==> config.mk <==
export PLATFORM = sky130hd
export DESIGN_NAME = decode_issue
export DESIGN_NICKNAME = d
export VERILOG_FILES = /design/src/decode_pkg.sv /design/src/decode_issue.sv /design/src/ls_branch_operand_prep.sv /design/src/alu_operand_prep.sv /design/src/issue_control.sv /design/src/instr_classifier.sv
export SDC_FILE = /design/constraint.sdc
export NUM_CORES = 1
export LEC_CHECK = 0
export BUFFER_PORTS_ARGS = -buffer_cell sky130_fd_sc_hd__buf_2
export CORE_MARGIN = 4
export CORE_UTILIZATION = 35
export CTS_BUF_LIST = sky130_fd_sc_hd__clkbuf_16
export DETAILED_ROUTE_END_ITERATION = 8
export MAX_ROUTING_LAYER = met4
export PLACE_DENSITY = 0.72
export SETUP_SLACK_MARGIN = 0.1
export SYNTH_ARGS = -nofsm -noshare
export SYNTH_HDL_FRONTEND = slang
export SYNTH_SLANG_ARGS = --single-unit
==> constraint.sdc <==
create_clock -name clk -period 6.8 [get_ports clk]
set_clock_uncertainty 0.05 [all_clocks]
set_input_delay 0 -clock clk [delete_from_list [all_inputs] [get_ports clk]]
set_output_delay 0 -clock clk [all_outputs]
set_load 0.01 [all_outputs]
==> src/decode_pkg.sv <==
package decode_pkg;

    //----------------------------------------------------------------------
    // Widths
    //----------------------------------------------------------------------
    localparam int XLEN = 32;

    typedef logic [XLEN-1:0] word_t;    // Data, PC or instruction word
    typedef logic [XLEN:0]   operand_t; // Sign-extension bit on top
    typedef logic [4:0]      reg_addr_t;
    typedef logic [2:0]      fn3_t;
    typedef logic [4:0]      opcode_trim_t; // Instruction bits 6:2

    //----------------------------------------------------------------------
    // Opcodes, bits 6 to 2
    //----------------------------------------------------------------------
    localparam opcode_trim_t LUI_T       = 5'b01101;
    localparam opcode_trim_t AUIPC_T     = 5'b00101;
    localparam opcode_trim_t JAL_T       = 5'b11011;
    localparam opcode_trim_t JALR_T      = 5'b11001;
    localparam opcode_trim_t BRANCH_T    = 5'b11000;
    localparam opcode_trim_t LOAD_T      = 5'b00000;
    localparam opcode_trim_t STORE_T     = 5'b01000;
    localparam opcode_trim_t ARITH_IMM_T = 5'b00100;
    localparam opcode_trim_t ARITH_T     = 5'b01100;

    //----------------------------------------------------------------------
    // Function codes
    //----------------------------------------------------------------------
    localparam fn3_t ADD_SUB_FN3 = 3'b000;
    localparam fn3_t SLL_FN3     = 3'b001;
    localparam fn3_t SLT_FN3     = 3'b010;
    localparam fn3_t SLTU_FN3    = 3'b011;
    localparam fn3_t XOR_FN3     = 3'b100;
    localparam fn3_t SRA_FN3     = 3'b101; // Also SRL, bit 30 picks
    localparam fn3_t OR_FN3      = 3'b110;
    localparam fn3_t AND_FN3     = 3'b111;

    localparam fn3_t BLTU_FN3    = 3'b110;
    localparam fn3_t BGEU_FN3    = 3'b111;

    // ALU result path select
    typedef enum logic [1:0] {
        ALU_ADD_SUB = 2'b00,
        ALU_SLT     = 2'b01,
        ALU_LSHIFT  = 2'b10,
        ALU_RSHIFT  = 2'b11
    } alu_op_t;

    // Logic unit select, add passes the adder through
    typedef enum logic [1:0] {
        ALU_LOGIC_XOR = 2'b00,
        ALU_LOGIC_OR  = 2'b01,
        ALU_LOGIC_AND = 2'b10,
        ALU_LOGIC_ADD = 2'b11
    } alu_logic_op_t;

    //----------------------------------------------------------------------
    // Execution units
    //----------------------------------------------------------------------
    typedef logic [2:0] unit_sel_t; // One-hot

    localparam int ALU_UNIT    = 0;
    localparam int LS_UNIT     = 1;
    localparam int BRANCH_UNIT = 2;

endpackage
==> src/decode_issue.sv <==
`timescale 1ns/1ps

module decode_issue (
    input  logic                      clk,
    input  logic                      rst,
    // Fetch buffer
    input  logic                      instr_valid,
    input  decode_pkg::word_t         instruction,
    input  decode_pkg::word_t         pc,
    output logic                      instr_pop,
    output logic                      illegal_instruction,
    // Register file and scoreboard
    input  decode_pkg::word_t         rs1_data,
    input  decode_pkg::word_t         rs2_data,
    input  logic                      rs1_conflict,
    input  logic                      rs2_conflict,
    output decode_pkg::reg_addr_t     rs1_addr,
    output decode_pkg::reg_addr_t     rs2_addr,
    output decode_pkg::reg_addr_t     rd_addr,
    output logic                      rd_issued,
    // Units
    input  logic                      alu_ready,
    input  logic                      ls_ready,
    input  logic                      branch_ready,
    input  logic                      flush,
    output decode_pkg::unit_sel_t     issue,
    output logic                      alu_new_request,
    output logic                      ls_new_request,
    output logic                      branch_new_request,
    // ALU operands, registered
    output decode_pkg::operand_t      alu_in1,
    output decode_pkg::operand_t      alu_in2,
    output decode_pkg::word_t         alu_shifter_in,
    output logic                      alu_subtract,
    output logic                      alu_arith,
    output logic                      alu_lshift,
    output decode_pkg::alu_logic_op_t alu_logic_op,
    output decode_pkg::alu_op_t       alu_op,
    // Load/store and branch operands
    output decode_pkg::word_t         ls_offset,
    output logic                      ls_forward,
    output logic                      ls_is_load,
    output logic                      ls_is_store,
    output logic                      branch_use_signed,
    output logic                      branch_jal,
    output logic                      branch_jalr
);
    import decode_pkg::*;

    fn3_t         fn3;
    opcode_trim_t opcode_trim;
    logic         uses_rs1;
    logic         uses_rs2;
    logic         uses_rd;
    unit_sel_t    unit_request;

    instr_classifier classifier (
        .instruction, .rs1_addr, .rs2_addr, .rd_addr, .fn3, .opcode_trim,
        .uses_rs1, .uses_rs2, .uses_rd, .unit_request, .illegal_instruction
    );

    issue_control issue_ctrl (
        .clk, .rst, .instr_valid, .flush, .unit_request,
        .alu_ready, .ls_ready, .branch_ready,
        .uses_rs1, .uses_rs2, .uses_rd, .rs1_conflict, .rs2_conflict,
        .rs2_addr, .rd_addr, .is_load(ls_is_load), .is_store(ls_is_store),
        .issue, .advance(instr_pop), .rd_issued, .ls_forward,
        .alu_new_request, .ls_new_request, .branch_new_request
    );

    alu_operand_prep alu_prep (
        .clk, .alu_issue(issue[ALU_UNIT]), .instruction, .pc, .opcode_trim, .fn3,
        .rs1_data, .rs2_data, .alu_in1, .alu_in2, .alu_shifter_in,
        .alu_subtract, .alu_arith, .alu_lshift, .alu_logic_op, .alu_op
    );

    ls_branch_operand_prep ls_branch_prep (
        .instruction, .opcode_trim, .fn3, .ls_offset,
        .is_load(ls_is_load), .is_store(ls_is_store),
        .branch_use_signed, .branch_jal, .branch_jalr
    );

endmodule

==> src/ls_branch_operand_prep.sv <==
`timescale 1ns/1ps

module ls_branch_operand_prep (
    input  decode_pkg::word_t        instruction,
    input  decode_pkg::opcode_trim_t opcode_trim,
    input  decode_pkg::fn3_t         fn3,
    output decode_pkg::word_t        ls_offset,
    output logic                     is_load,
    output logic                     is_store,
    output logic                     branch_use_signed,
    output logic                     branch_jal,
    output logic                     branch_jalr
);
    import decode_pkg::*;

    logic [11:0] imm12;

    //----------------------------------------------------------------------
    // Load/store
    //----------------------------------------------------------------------
    assign is_load  = (opcode_trim == LOAD_T);
    assign is_store = (opcode_trim == STORE_T);

    // S-type splits the immediate around rd
    assign imm12 = is_store ? {instruction[31:25], instruction[11:7]} : instruction[31:20];

    assign ls_offset = {{(XLEN-12){imm12[11]}}, imm12};

    //----------------------------------------------------------------------
    // Branch
    //----------------------------------------------------------------------
    assign branch_use_signed = !(fn3 inside {BLTU_FN3, BGEU_FN3});
    assign branch_jal        = (opcode_trim == JAL_T);
    assign branch_jalr       = (opcode_trim == JALR_T);

endmodule

==> src/alu_operand_prep.sv <==
`timescale 1ns/1ps

module alu_operand_prep (
    input  logic                      clk,
    input  logic                      alu_issue,
    input  decode_pkg::word_t         instruction,
    input  decode_pkg::word_t         pc,
    input  decode_pkg::opcode_trim_t  opcode_trim,
    input  decode_pkg::fn3_t          fn3,
    input  decode_pkg::word_t         rs1_data,
    input  decode_pkg::word_t         rs2_data,
    output decode_pkg::operand_t      alu_in1,
    output decode_pkg::operand_t      alu_in2,
    output decode_pkg::word_t         alu_shifter_in,
    output logic                      alu_subtract,
    output logic                      alu_arith,
    output logic                      alu_lshift,
    output decode_pkg::alu_logic_op_t alu_logic_op,
    output decode_pkg::alu_op_t       alu_op
);
    import decode_pkg::*;

    word_t         in1_sel;
    word_t         in2_sel;
    word_t         left_shift_in;
    logic          upper_op; // LUI or AUIPC
    logic          sign_ext;
    logic          sub_sel;
    alu_logic_op_t logic_sel;
    alu_op_t       op_sel;

    assign upper_op = opcode_trim inside {LUI_T, AUIPC_T};
    assign sign_ext = ~fn3[0]; // Unsigned compare for SLTU

    //----------------------------------------------------------------------
    // Operand selection
    //----------------------------------------------------------------------
    always_comb begin
        case (opcode_trim)
            LUI_T:   in1_sel = '0;
            AUIPC_T: in1_sel = pc;
            default: in1_sel = rs1_data;
        endcase
        if (upper_op) begin
            in2_sel = {instruction[31:12], 12'b0};
        end else if (opcode_trim == ARITH_IMM_T) begin
            in2_sel = {{(XLEN-12){instruction[31]}}, instruction[31:20]};
        end else begin
            in2_sel = rs2_data;
        end
    end

    // Left shifts run through the right shifter reversed
    always_comb begin
        for (int i = 0; i < XLEN; i++) begin
            left_shift_in[i] = rs1_data[XLEN-1-i];
        end
    end

    // Select decode, upper immediates go through the adder
    always_comb begin
        logic_sel = ALU_LOGIC_ADD;
        op_sel    = ALU_ADD_SUB;
        if (!upper_op) begin
            case (fn3)
                XOR_FN3:           logic_sel = ALU_LOGIC_XOR;
                OR_FN3:            logic_sel = ALU_LOGIC_OR;
                AND_FN3:           logic_sel = ALU_LOGIC_AND;
                SLT_FN3, SLTU_FN3: op_sel = ALU_SLT;
                SLL_FN3:           op_sel = ALU_LSHIFT;
                SRA_FN3:           op_sel = ALU_RSHIFT;
                default:           op_sel = ALU_ADD_SUB;
            endcase
        end
    end

    assign sub_sel = ~upper_op & ((fn3 inside {SLT_FN3, SLTU_FN3}) ||
                     ((fn3 == ADD_SUB_FN3) && instruction[30] && (opcode_trim == ARITH_T)));

    always_ff @(posedge clk) begin
        if (alu_issue) begin
            alu_in1        <= {in1_sel[XLEN-1] & sign_ext, in1_sel};
            alu_in2        <= {in2_sel[XLEN-1] & sign_ext, in2_sel};
            alu_shifter_in <= fn3[2] ? rs1_data : left_shift_in;
            alu_subtract   <= sub_sel;
            alu_arith      <= in1_sel[XLEN-1] & instruction[30]; // Shift-in bit
            alu_lshift     <= ~fn3[2];
            alu_logic_op   <= logic_sel;
            alu_op         <= op_sel;
        end
    end

endmodule

==> src/issue_control.sv <==
`timescale 1ns/1ps

module issue_control (
    input  logic                  clk,
    input  logic                  rst,
    input  logic                  instr_valid,
    input  logic                  flush,
    input  decode_pkg::unit_sel_t unit_request,
    input  logic                  alu_ready,
    input  logic                  ls_ready,
    input  logic                  branch_ready,
    input  logic                  uses_rs1,
    input  logic                  uses_rs2,
    input  logic                  uses_rd,
    input  logic                  rs1_conflict,
    input  logic                  rs2_conflict,
    input  decode_pkg::reg_addr_t rs2_addr,
    input  decode_pkg::reg_addr_t rd_addr,
    input  logic                  is_load,
    input  logic                  is_store,
    output decode_pkg::unit_sel_t issue,
    output logic                  advance,
    output logic                  rd_issued,
    output logic                  ls_forward,
    output logic                  alu_new_request,
    output logic                  ls_new_request,
    output logic                  branch_new_request
);
    import decode_pkg::*;

    unit_sel_t unit_ready;
    logic      issue_valid;
    logic      rs1_stall;
    logic      rs2_stall;
    logic      forward_ok;
    logic      last_was_load;
    reg_addr_t load_rd;

    //----------------------------------------------------------------------
    // Issue gating
    //----------------------------------------------------------------------
    assign unit_ready[ALU_UNIT]    = alu_ready;
    assign unit_ready[LS_UNIT]     = ls_ready;
    assign unit_ready[BRANCH_UNIT] = branch_ready;

    assign issue_valid = instr_valid & ~flush;

    // Store data can be forwarded from the load just issued
    assign forward_ok = is_store & last_was_load & (rs2_addr == load_rd);

    assign rs1_stall = uses_rs1 & rs1_conflict;
    assign rs2_stall = uses_rs2 & rs2_conflict & ~forward_ok;

    // Illegal instructions request no unit, so they never issue
    assign issue   = (issue_valid & ~rs1_stall & ~rs2_stall) ? (unit_request & unit_ready) : '0;
    assign advance = |issue;

    assign rd_issued  = advance & uses_rd & (rd_addr != '0);
    assign ls_forward = is_store & rs2_conflict;

    //----------------------------------------------------------------------
    // Store-after-load tracker
    //----------------------------------------------------------------------
    always_ff @(posedge clk) begin
        if (issue[LS_UNIT]) begin
            load_rd <= rd_addr;
        end
    end

    always_ff @(posedge clk) begin
        if (rst) begin
            last_was_load <= 1'b0;
        end else if (advance) begin
            if (issue[LS_UNIT]) begin
                last_was_load <= is_load; // A store ends the window
            end else if (uses_rd && (rd_addr == load_rd)) begin
                last_was_load <= 1'b0;    // Load result overwritten
            end
        end
    end

    // Unit request strobes, one cycle after issue
    always_ff @(posedge clk) begin
        if (rst) begin
            alu_new_request    <= 1'b0;
            ls_new_request     <= 1'b0;
            branch_new_request <= 1'b0;
        end else begin
            alu_new_request    <= issue[ALU_UNIT];
            ls_new_request     <= issue[LS_UNIT];
            branch_new_request <= issue[BRANCH_UNIT];
        end
    end

endmodule

==> src/instr_classifier.sv <==
`timescale 1ns/1ps

module instr_classifier (
    input  decode_pkg::word_t        instruction,
    output decode_pkg::reg_addr_t    rs1_addr,
    output decode_pkg::reg_addr_t    rs2_addr,
    output decode_pkg::reg_addr_t    rd_addr,
    output decode_pkg::fn3_t         fn3,
    output decode_pkg::opcode_trim_t opcode_trim,
    output logic                     uses_rs1,
    output logic                     uses_rs2,
    output logic                     uses_rd,
    output decode_pkg::unit_sel_t    unit_request,
    output logic                     illegal_instruction
);
    import decode_pkg::*;

    logic opcode_ok; // 32-bit encoding marker
    logic mul_div_op;

    //----------------------------------------------------------------------
    // Fields
    //----------------------------------------------------------------------
    assign rs1_addr    = instruction[19:15];
    assign rs2_addr    = instruction[24:20];
    assign rd_addr     = instruction[11:7];
    assign fn3         = instruction[14:12];
    assign opcode_trim = instruction[6:2];

    assign opcode_ok  = (instruction[1:0] == 2'b11);
    assign mul_div_op = instruction[25]; // M extension, not supported

    // Register usage by format
    always_comb begin
        uses_rs1 = !(opcode_trim inside {LUI_T, AUIPC_T, JAL_T});
        uses_rs2 = opcode_trim inside {BRANCH_T, STORE_T, ARITH_T};
        uses_rd  = !(opcode_trim inside {BRANCH_T, STORE_T});
    end

    //----------------------------------------------------------------------
    // Unit request
    //----------------------------------------------------------------------
    always_comb begin
        unit_request = '0;
        if (opcode_ok) begin
            case (opcode_trim)
                LUI_T, AUIPC_T, ARITH_IMM_T: begin
                    unit_request[ALU_UNIT] = 1'b1;
                end
                ARITH_T: begin
                    unit_request[ALU_UNIT] = ~mul_div_op;
                end
                LOAD_T, STORE_T: begin
                    unit_request[LS_UNIT] = 1'b1;
                end
                BRANCH_T, JAL_T, JALR_T: begin
                    unit_request[BRANCH_UNIT] = 1'b1;
                end
                default: begin
                    unit_request = '0; // SYSTEM, FENCE, AMO and unknown
                end
            endcase
        end
    end

    // Anything without a unit is illegal
    assign illegal_instruction = (unit_request == '0);

endmodule

==> key figures, run 1 <==
Detailed routing
  – Routed length on met1: 7.25 mm
  – Drc violations: 0
  – Met2 routed wirelength: 10.1 mm
  – Starting DRC count in detailed routing: 314
  – Post-detailed-route via-to-cell ratio: 4.88
  – Detail Route Antenna Nets: 0
  – Top routing layer used: met4
  – Average wire per standard cell: 17.4 um
  – Drt total wl: 19.5 mm
  – Via total after detailed routing: 5,461
  – Met3 Wirelength: 1.77 mm
  – DRT Pass-1 Iters: 5

Yosys
  – Top post-synthesis cells by area: sky130_fd_sc_hd__edfxtp_1 (58%), sky130_fd_sc_hd__mux2_2 (7.5%), sky130_fd_sc_hd__nand2_1 (7.2%), sky130_fd_sc_hd__buf_4 (5.7%), sky130_fd_sc_hd__nand3b_1 (4.2%)
  – Count of unique library cells instantiated by Yosys: 41
  – Synthesis Warnings: 0
  – Synthesis-stage register bit count: 114
  – Post-synthesis async set-or-reset flop share: 0
  – Post-synthesis sequential area ratio: 0.593
  – Portion of synthesized cell area occupied by the leading cell type: 0.579
  – Synth Net Count: 640
  – Number of instances in the synthesized netlist: 503
  – Synthesized area: 0.00571 mm^2
  – Dominant cell type by area after synthesis: sky130_fd_sc_hd__edfxtp_1
  – Most used DFF post-synth: sky130_fd_sc_hd__edfxtp_1
  – Post-synth EDFFs: 110
  – Synthesized area per cell: 11.3 um^2

Worst setup path
  – Top cell by count, worst path: sky130_fd_sc_hd__buf_2
  – Delay contributed by the slowest stage of the critical path: 540 ps
  – Data required time of the critical path: 6750 ps
  – Chain of cells forming the critical path: dlygate4sd3_1 -> buf_2 -> nor3b_2 -> nand2_2 -> a311o_1 -> or2_1 -> nor2_4 -> buf_4 -> buf_2
  – Worst setup path category: in2out
  – Gate family responsible for the most delay along the worst path: buffers and inverters
  – Kind of start point of the critical path: primary input
  – Total buffers and inverters traversed by the critical path: 4
  – Cell type of the slowest stage on the worst timing path: sky130_fd_sc_hd__dlygate4sd3_1
  – Kind of end point of the critical path: output pin
  – Highest net fanout along the worst path: 45
  – Data arrival at the endpoint of the critical path: 3140 ps

Cells and area
  – Share of cells above drive strength 1: 0.423
  – Post-layout nets: 1,027
  – Leading cell type in the layout, fill and taps excluded: sky130_fd_sc_hd__buf_2
  – Fillers: 1,290
  – Post-route cell area: 0.00905 mm^2
  – Area delta synth->final: 58.6%
  – Post-layout util: 0.568
  – Leading cell types in the layout, fill and taps excluded: sky130_fd_sc_hd__buf_2 (303), sky130_fd_sc_hd__dlygate4sd3_1 (137), sky130_fd_sc_hd__nand2_1 (110), sky130_fd_sc_hd__edfxtp_1 (110), sky130_fd_sc_hd__mux2_2 (38)
  – Final Instance Count excl. Fillers: 1,120

Die
  – Overall die area: 0.0184 mm^2
  – Chip Width: 136 um
  – Initial Utilization: 0.358
  – Core area: 0.0159 mm^2
  – DIE HEIGHT: 136 um
  – Row cnt: 46
  – Number of top-level pins: 304

Global route
  – Aggregate global-route resource usage: 0.211
  – Maximum number of pins on one net before global-route repair: 62
  – Antenna violations before repair: 1
  – Global-route wire length before repair: 28.8 mm
  – Via count of the first global-routing pass: 5,622
  – Residual overflow from global routing: 0

STA
  – Worst hold slack: 28.6 ps
  – Clock period minus worst slack: 3190 ps
  – Maximum frequency from static timing analysis: 314 MHz
  – Unrepaired setup endpoints after global routing: false
  – Setup slack of the critical path after layout: 3610 ps
  – Final worst-path cycle share: 0.469
  – Worst-Margin Slew: 1110 ps
  – Total count of max-transition violations in the final report: 0
  – Relative slew slack: 0.259
  – Final-layout setup total negative slack: 0 ps
  – Setup violation total in the final timing report: 0
  – Number of hold-slack violations in the final timing report: 0

Pwr
  – Total power: 1.93 mW
  – Pwr/cell area: 213 mW/mm^2
  – Worst-case vdd ir drop: 0.000145 V
  – Leakage power: 3.86 nW

Clock tree
  – Number of instances resized during post-cts repair: 0
  – Number of CTS-inserted buffers: 17
  – Clock latency reported for the late side of the worst-skew pair: 400 ps
  – Clock tree root driver cell: sky130_fd_sc_hd__clkbuf_16
  – Clock tree from TritonCTS: built
  – CTS H-Tree Depth: 4
  – Clock transition at path regs: 60 ps
  – Maximum clock insertion buffer count: 2
  – Total number of clock tree sinks: 114

Placed design
  – Port buffer count: 303
  – HPWL after DPL: 12.4 mm
  – Post-placement worst setup slack: 3740 ps
  – Placed Area: 0.00707 mm^2
  – Routability congestion estimate: 0.823
  – Placed cell count: 950

Job
  – Number of max-cap violations: 0

Hold path
  – Classification of the worst-slack hold path: in2reg

Run status
  – Result of the run: finished, final reports clean
[synth_stat cells (4+ instances only)]
library cell                 n
sky130_fd_sc_hd__edfxtp_1  110
sky130_fd_sc_hd__nand2_1   110
sky130_fd_sc_hd__buf_4      43
sky130_fd_sc_hd__mux2_2     38
sky130_fd_sc_hd__a21oi_1    36
sky130_fd_sc_hd__nand3b_1   32
sky130_fd_sc_hd__clkbuf_1   19
sky130_fd_sc_hd__o21ai_0    13
sky130_fd_sc_hd__nor2_1     11
sky130_fd_sc_hd__xor2_1     10
sky130_fd_sc_hd__nor3_1      9
sky130_fd_sc_hd__buf_1       7
sky130_fd_sc_hd__o21ai_1     6
sky130_fd_sc_hd__buf_2       5
sky130_fd_sc_hd__inv_1       5
sky130_fd_sc_hd__nand3_1     5
sky130_fd_sc_hd__a211oi_1    4
sky130_fd_sc_hd__dfxtp_1     4
sky130_fd_sc_hd__nor2b_1     4
[sequential cells by signal, indices dropped and copies added (netlist names)]
register / flops
alu_prep.alu_arith: 1
alu_prep.alu_in1: 33
alu_prep.alu_in2: 33
alu_prep.alu_logic_op: 2
alu_prep.alu_lshift: 1
alu_prep.alu_op: 2
alu_prep.alu_shifter_in: 32
alu_prep.alu_subtract: 1
issue_ctrl.alu_new_request: 1
issue_ctrl.branch_new_request: 1
issue_ctrl.last_was_load: 1
issue_ctrl.load_rd: 5
issue_ctrl.ls_new_request: 1
[worst min-delay path, stage by stage]
cell and delay (ps):
sky130_fd_sc_hd__buf_2 140, sky130_fd_sc_hd__nand2_1 90, sky130_fd_sc_hd__a21oi_1 70
[final timing paths]
path / startpoint / endpoint / slack, ps / cells past startpoint
setup / recovery: instruction[6] / issue[0] / 3610 / 9
hold / removal: instruction[24] / alu_prep.alu_in2[4] / 30 / 3
setup reg to reg: issue_ctrl.load_rd[2] / alu_prep.alu_in2[0] / 4100 / 6
hold reg to reg: issue_ctrl.last_was_load / issue_ctrl.last_was_load / 440 / 2
[final cells by class]
cell class / count / area (um^2) / area share
clock buffer: 17 / 425 / 0.0470
timing repair buffer: 444 / 2920 / 0.322
antenna: 1 / 2.50 / 0.000277
inverter: 5 / 18.8 / 0.00207
sequential: 114 / 3380 / 0.374
clock inverter: 15 / 183 / 0.0202
tap: 216 / 270 / 0.0299
multi-input combinational: 308 / 1850 / 0.204
[kinds of logic (layout without fill, tap and decap cells)]
group                     count (synthesis)  after routing  share of synthesized area
AOI/OAI and AO/OA                        64             64                     0.0610
xor gates and xnor gates                 11             11                     0.0169
buffers and inverters                    81            481                     0.0853
DFF                                     114            114                      0.593
muxes                                    38             38                     0.0750
other                                     0              1                          0
and+or+nand+nor                         195            195                      0.169
[routing by layer]
layer | GRT usage | vias to the layer above
met1 | 0.227 | 2587
li1 | - | 2528
met5 | - | -
met2 | 0.375 | 313
met3 | 0.0572 | 33
met4 | 0.0711 | 0
[power by group]
part           internal [mW]  switching [mW]
Combinational          0.134           0.104
Clock                  0.580           0.333
Sequential             0.775        0.000409
Total                   1.49           0.437
[what timing repair did]
item,CTS,global route
buffers inserted,0,0
hold endpoints to repair,111,0
hold buffers,137,0
Power figures use the tool's default switching activity.
==> run 2, diff against run 1 <==
Settings changed: PLACE_DENSITY 0.72 to 0.74.
Clock period 6.8 ns to 2.6 ns, I/O delays scaled along.
==> run 2 against run 1 <==
Against the previous run: the run now ends with negative hold slack left; routed wire length increased by 0.75%; critical path depth decreased by 2; clock power increased to 2.7 times the previous value; total power increased to 2.7 times the previous value; non-clock buffer count increased by 5; count of clock-buffer cells in the layout unchanged; worst hold slack got worse by 67 ps; critical endpoint unchanged.
==> key figures, run 2 (synthesized netlist as in run 1, its figures left out) <==
STA
  – Setup violation total in the final timing report: 0 (unchanged)
  – Unrepaired setup endpoints after global routing: false (unchanged)
  – Worst hold slack: -38.0 ps (was 28.6 ps)
  – Number of hold-slack violations in the final timing report: 1 (was 0)
  – Total count of max-transition violations in the final report: 0 (unchanged)
  – Setup slack of the critical path after layout: 225 ps (was 3610 ps)
  – Clock period minus worst slack: 2380 ps
  – Maximum frequency from static timing analysis: 421 MHz
  – Worst-Margin Slew: 542 ps (was 1110 ps)
  – Relative slew slack: 0.639 (was 0.259)
  – Final worst-path cycle share: 0.914

Die
  – Number of top-level pins: 304 (unchanged)
  – Overall die area: 0.0184 mm^2 (unchanged)
  – Chip Width: 136 um (unchanged)
  – DIE HEIGHT: 136 um (unchanged)
  – Core area: 0.0159 mm^2 (unchanged)
  – Row cnt: 46 (unchanged)
  – Initial Utilization: 0.358 (unchanged)

Clock tree
  – Clock tree from TritonCTS: built (unchanged)
  – Total number of clock tree sinks: 114 (unchanged)
  – CTS H-Tree Depth: 4 (unchanged)
  – Clock transition at path regs: 60 ps (about the same)
  – Number of CTS-inserted buffers: 17 (unchanged)
  – Clock tree root driver cell: sky130_fd_sc_hd__clkbuf_16 (unchanged)
  – Maximum clock insertion buffer count: 2 (unchanged)
  – Clock latency reported for the late side of the worst-skew pair: 410 ps (was 400 ps)

Detailed routing
  – Drc violations: 0 (unchanged)
  – Via total after detailed routing: 5,481 (was 5,461)
  – Routed length on met1: 7.39 mm (was 7.25 mm)
  – Starting DRC count in detailed routing: 345 (was 314)
  – Met3 Wirelength: 1.97 mm (was 1.77 mm)
  – Drt total wl: 19.7 mm (was 19.5 mm)
  – Post-detailed-route via-to-cell ratio: 4.88 (about the same)
  – Average wire per standard cell: 17.5 um (was 17.4 um)
  – DRT Pass-1 Iters: 5 (unchanged)
  – Met2 routed wirelength: 9.61 mm (was 10.1 mm)
  – Detail Route Antenna Nets: 0 (unchanged)
  – Top routing layer used: met4 (unchanged)

Cells and area
  – Area delta synth->final: 60.8% (was 58.6%)
  – Leading cell type in the layout, fill and taps excluded: sky130_fd_sc_hd__buf_2 (unchanged)
  – Share of cells above drive strength 1: 0.431 (was 0.423)
  – Fillers: 1,264 (was 1,290)
  – Post-layout nets: 1,032 (was 1,027)
  – Leading cell types in the layout, fill and taps excluded: sky130_fd_sc_hd__buf_2 (303), sky130_fd_sc_hd__dlygate4sd3_1 (135), sky130_fd_sc_hd__nand2_1 (110), sky130_fd_sc_hd__edfxtp_1 (110), sky130_fd_sc_hd__mux2_2 (38) (was sky130_fd_sc_hd__buf_2 (303), sky130_fd_sc_hd__dlygate4sd3_1 (137), sky130_fd_sc_hd__nand2_1 (110), sky130_fd_sc_hd__edfxtp_1 (110), sky130_fd_sc_hd__mux2_2 (38))
  – Post-layout util: 0.575 (was 0.568)
  – Antenna cell count: 0 (was 1)
  – Largest registers: alu_prep.alu_in1 x33, alu_prep.alu_in2 x33, alu_prep.alu_shifter_in x32 (unchanged)

Global route
  – Antenna violations before repair: 0 (was 1)
  – Aggregate global-route resource usage: 0.214 (was 0.211)
  – Residual overflow from global routing: 0 (unchanged)
  – Via count of the first global-routing pass: 5,470 (was 5,622)
  – Maximum number of pins on one net before global-route repair: 64 (was 62)
  – Global-route wire length before repair: 29.2 mm (was 28.8 mm)

Run status
  – Violated checks: negative hold slack
  – Result of the run: complete, but fails checks (was finished, final reports clean)

Pwr
  – Leakage power: 3.92 nW (was 3.86 nW)
  – Worst-case vdd ir drop: 0.000383 V (was 0.000145 V)
  – Pwr/cell area: 562 mW/mm^2 (was 213 mW/mm^2)

Worst setup path
  – Worst setup path category: reg2out (was in2out)
  – Delay contributed by the slowest stage of the critical path: 410 ps (was 540 ps)
  – Data required time of the critical path: 2550 ps (was 6750 ps)
  – Highest net fanout along the worst path: 22 (was 45)
  – Chain of cells forming the critical path: xor2_1 -> nor4_1 -> a21oi_1 -> or2_4 -> nor2_4 -> buf_12 -> buf_2 (was dlygate4sd3_1 -> buf_2 -> nor3b_2 -> nand2_2 -> a311o_1 -> or2_1 -> nor2_4 -> buf_4 -> buf_2)
  – Flop-to-flop setup slack: 240 ps (was 4100 ps)
  – Data arrival at the endpoint of the critical path: 2330 ps (was 3140 ps)
  – Cell type of the slowest stage on the worst timing path: sky130_fd_sc_hd__edfxtp_1 (was sky130_fd_sc_hd__dlygate4sd3_1)
  – Kind of end point of the critical path: output pin (unchanged)
  – Kind of start point of the critical path: register (was primary input)

Hold path
  – Classification of the worst-slack hold path: in2reg (unchanged)

Placed design
  – Post-placement worst setup slack: 248 ps (was 3740 ps)
  – Port buffer count: 303 (unchanged)
  – HPWL after DPL: 12.5 mm (was 12.4 mm)
  – Routability congestion estimate: 0.805 (was 0.823)

Job
  – Number of max-cap violations: 0 (unchanged)
-- run 2: timing repair --
action,4_1_cts,5_1_grt
hold buffers,135,0
hold endpoints to repair,110,0
gates cloned,1,0
endpoints found under the setup margin,2,74
setup buffers,1,0
gates resized for setup,1,1
pin swaps,1,0
-- run 2: area by class of cell --
type	instances	area (um^2)	share of cell area
Multi-Input combinational cell	308	1860	0.202
Clock buffer	17	425	0.0464
Clock inverter	15	209	0.0228
Timing Repair Buffer	449	3010	0.328
Sequential cell	114	3380	0.369
Tap cell	216	270	0.0295
Inverter	5	18.8	0.00205
-- run 2: layer usage --
| metal | global-route usage | up-vias |
|---|---|---|
| li1 | - | 2535 |
| met4 | 0.0963 | 0 |
| met3 | 0.0639 | 67 |
| met1 | 0.246 | 2524 |
| met2 | 0.346 | 355 |
| met5 | - | - |
-- run 2: final timing paths --
path	to	startpoint	depth (start not counted)
hold / removal	alu_prep.alu_in2[30]	instruction[30]	3
setup reg to reg	alu_prep.alu_in1[14]	issue_ctrl.load_rd[0]	7
hold reg to reg	issue_ctrl.alu_new_request	issue_ctrl.last_was_load	5
setup / recovery	issue[0]	issue_ctrl.load_rd[0]	7
-- run 2: metrics by stage --
step	std cells	hold slack, ps	setup TNS [ps]	instance area (um^2)	total power [mW]
floorplan	503	29.1	-71190	5710	2.32
global placement	955	150	0	7140	2.49
detailed placement	955	155	0	7140	2.50
CTS	1124	4.04	0	9170	5.18
global route	1124	6.55	0	9180	5.35
finish	1124	-38.0	0	9180	5.15
-- run 2: worst max-delay path: cells and delay by family (launching register included) --
kind,cells,cell delay (ps)
buf+inv,2,360
compound gates,1,130
flops,1,410
simple gates,3,850
xor+xnor,1,160
-- run 2: power breakdown --
group | internal, mW | leakage, nW | switching (mW) | total, mW
Clock | 1.62 | 0.301 | 0.890 | 2.51
Sequential | 2.03 | 1.01 | 0.000972 | 2.03
Combinational | 0.351 | 2.61 | 0.270 | 0.621
Total | 3.99 | 3.92 | 1.16 | 5.15
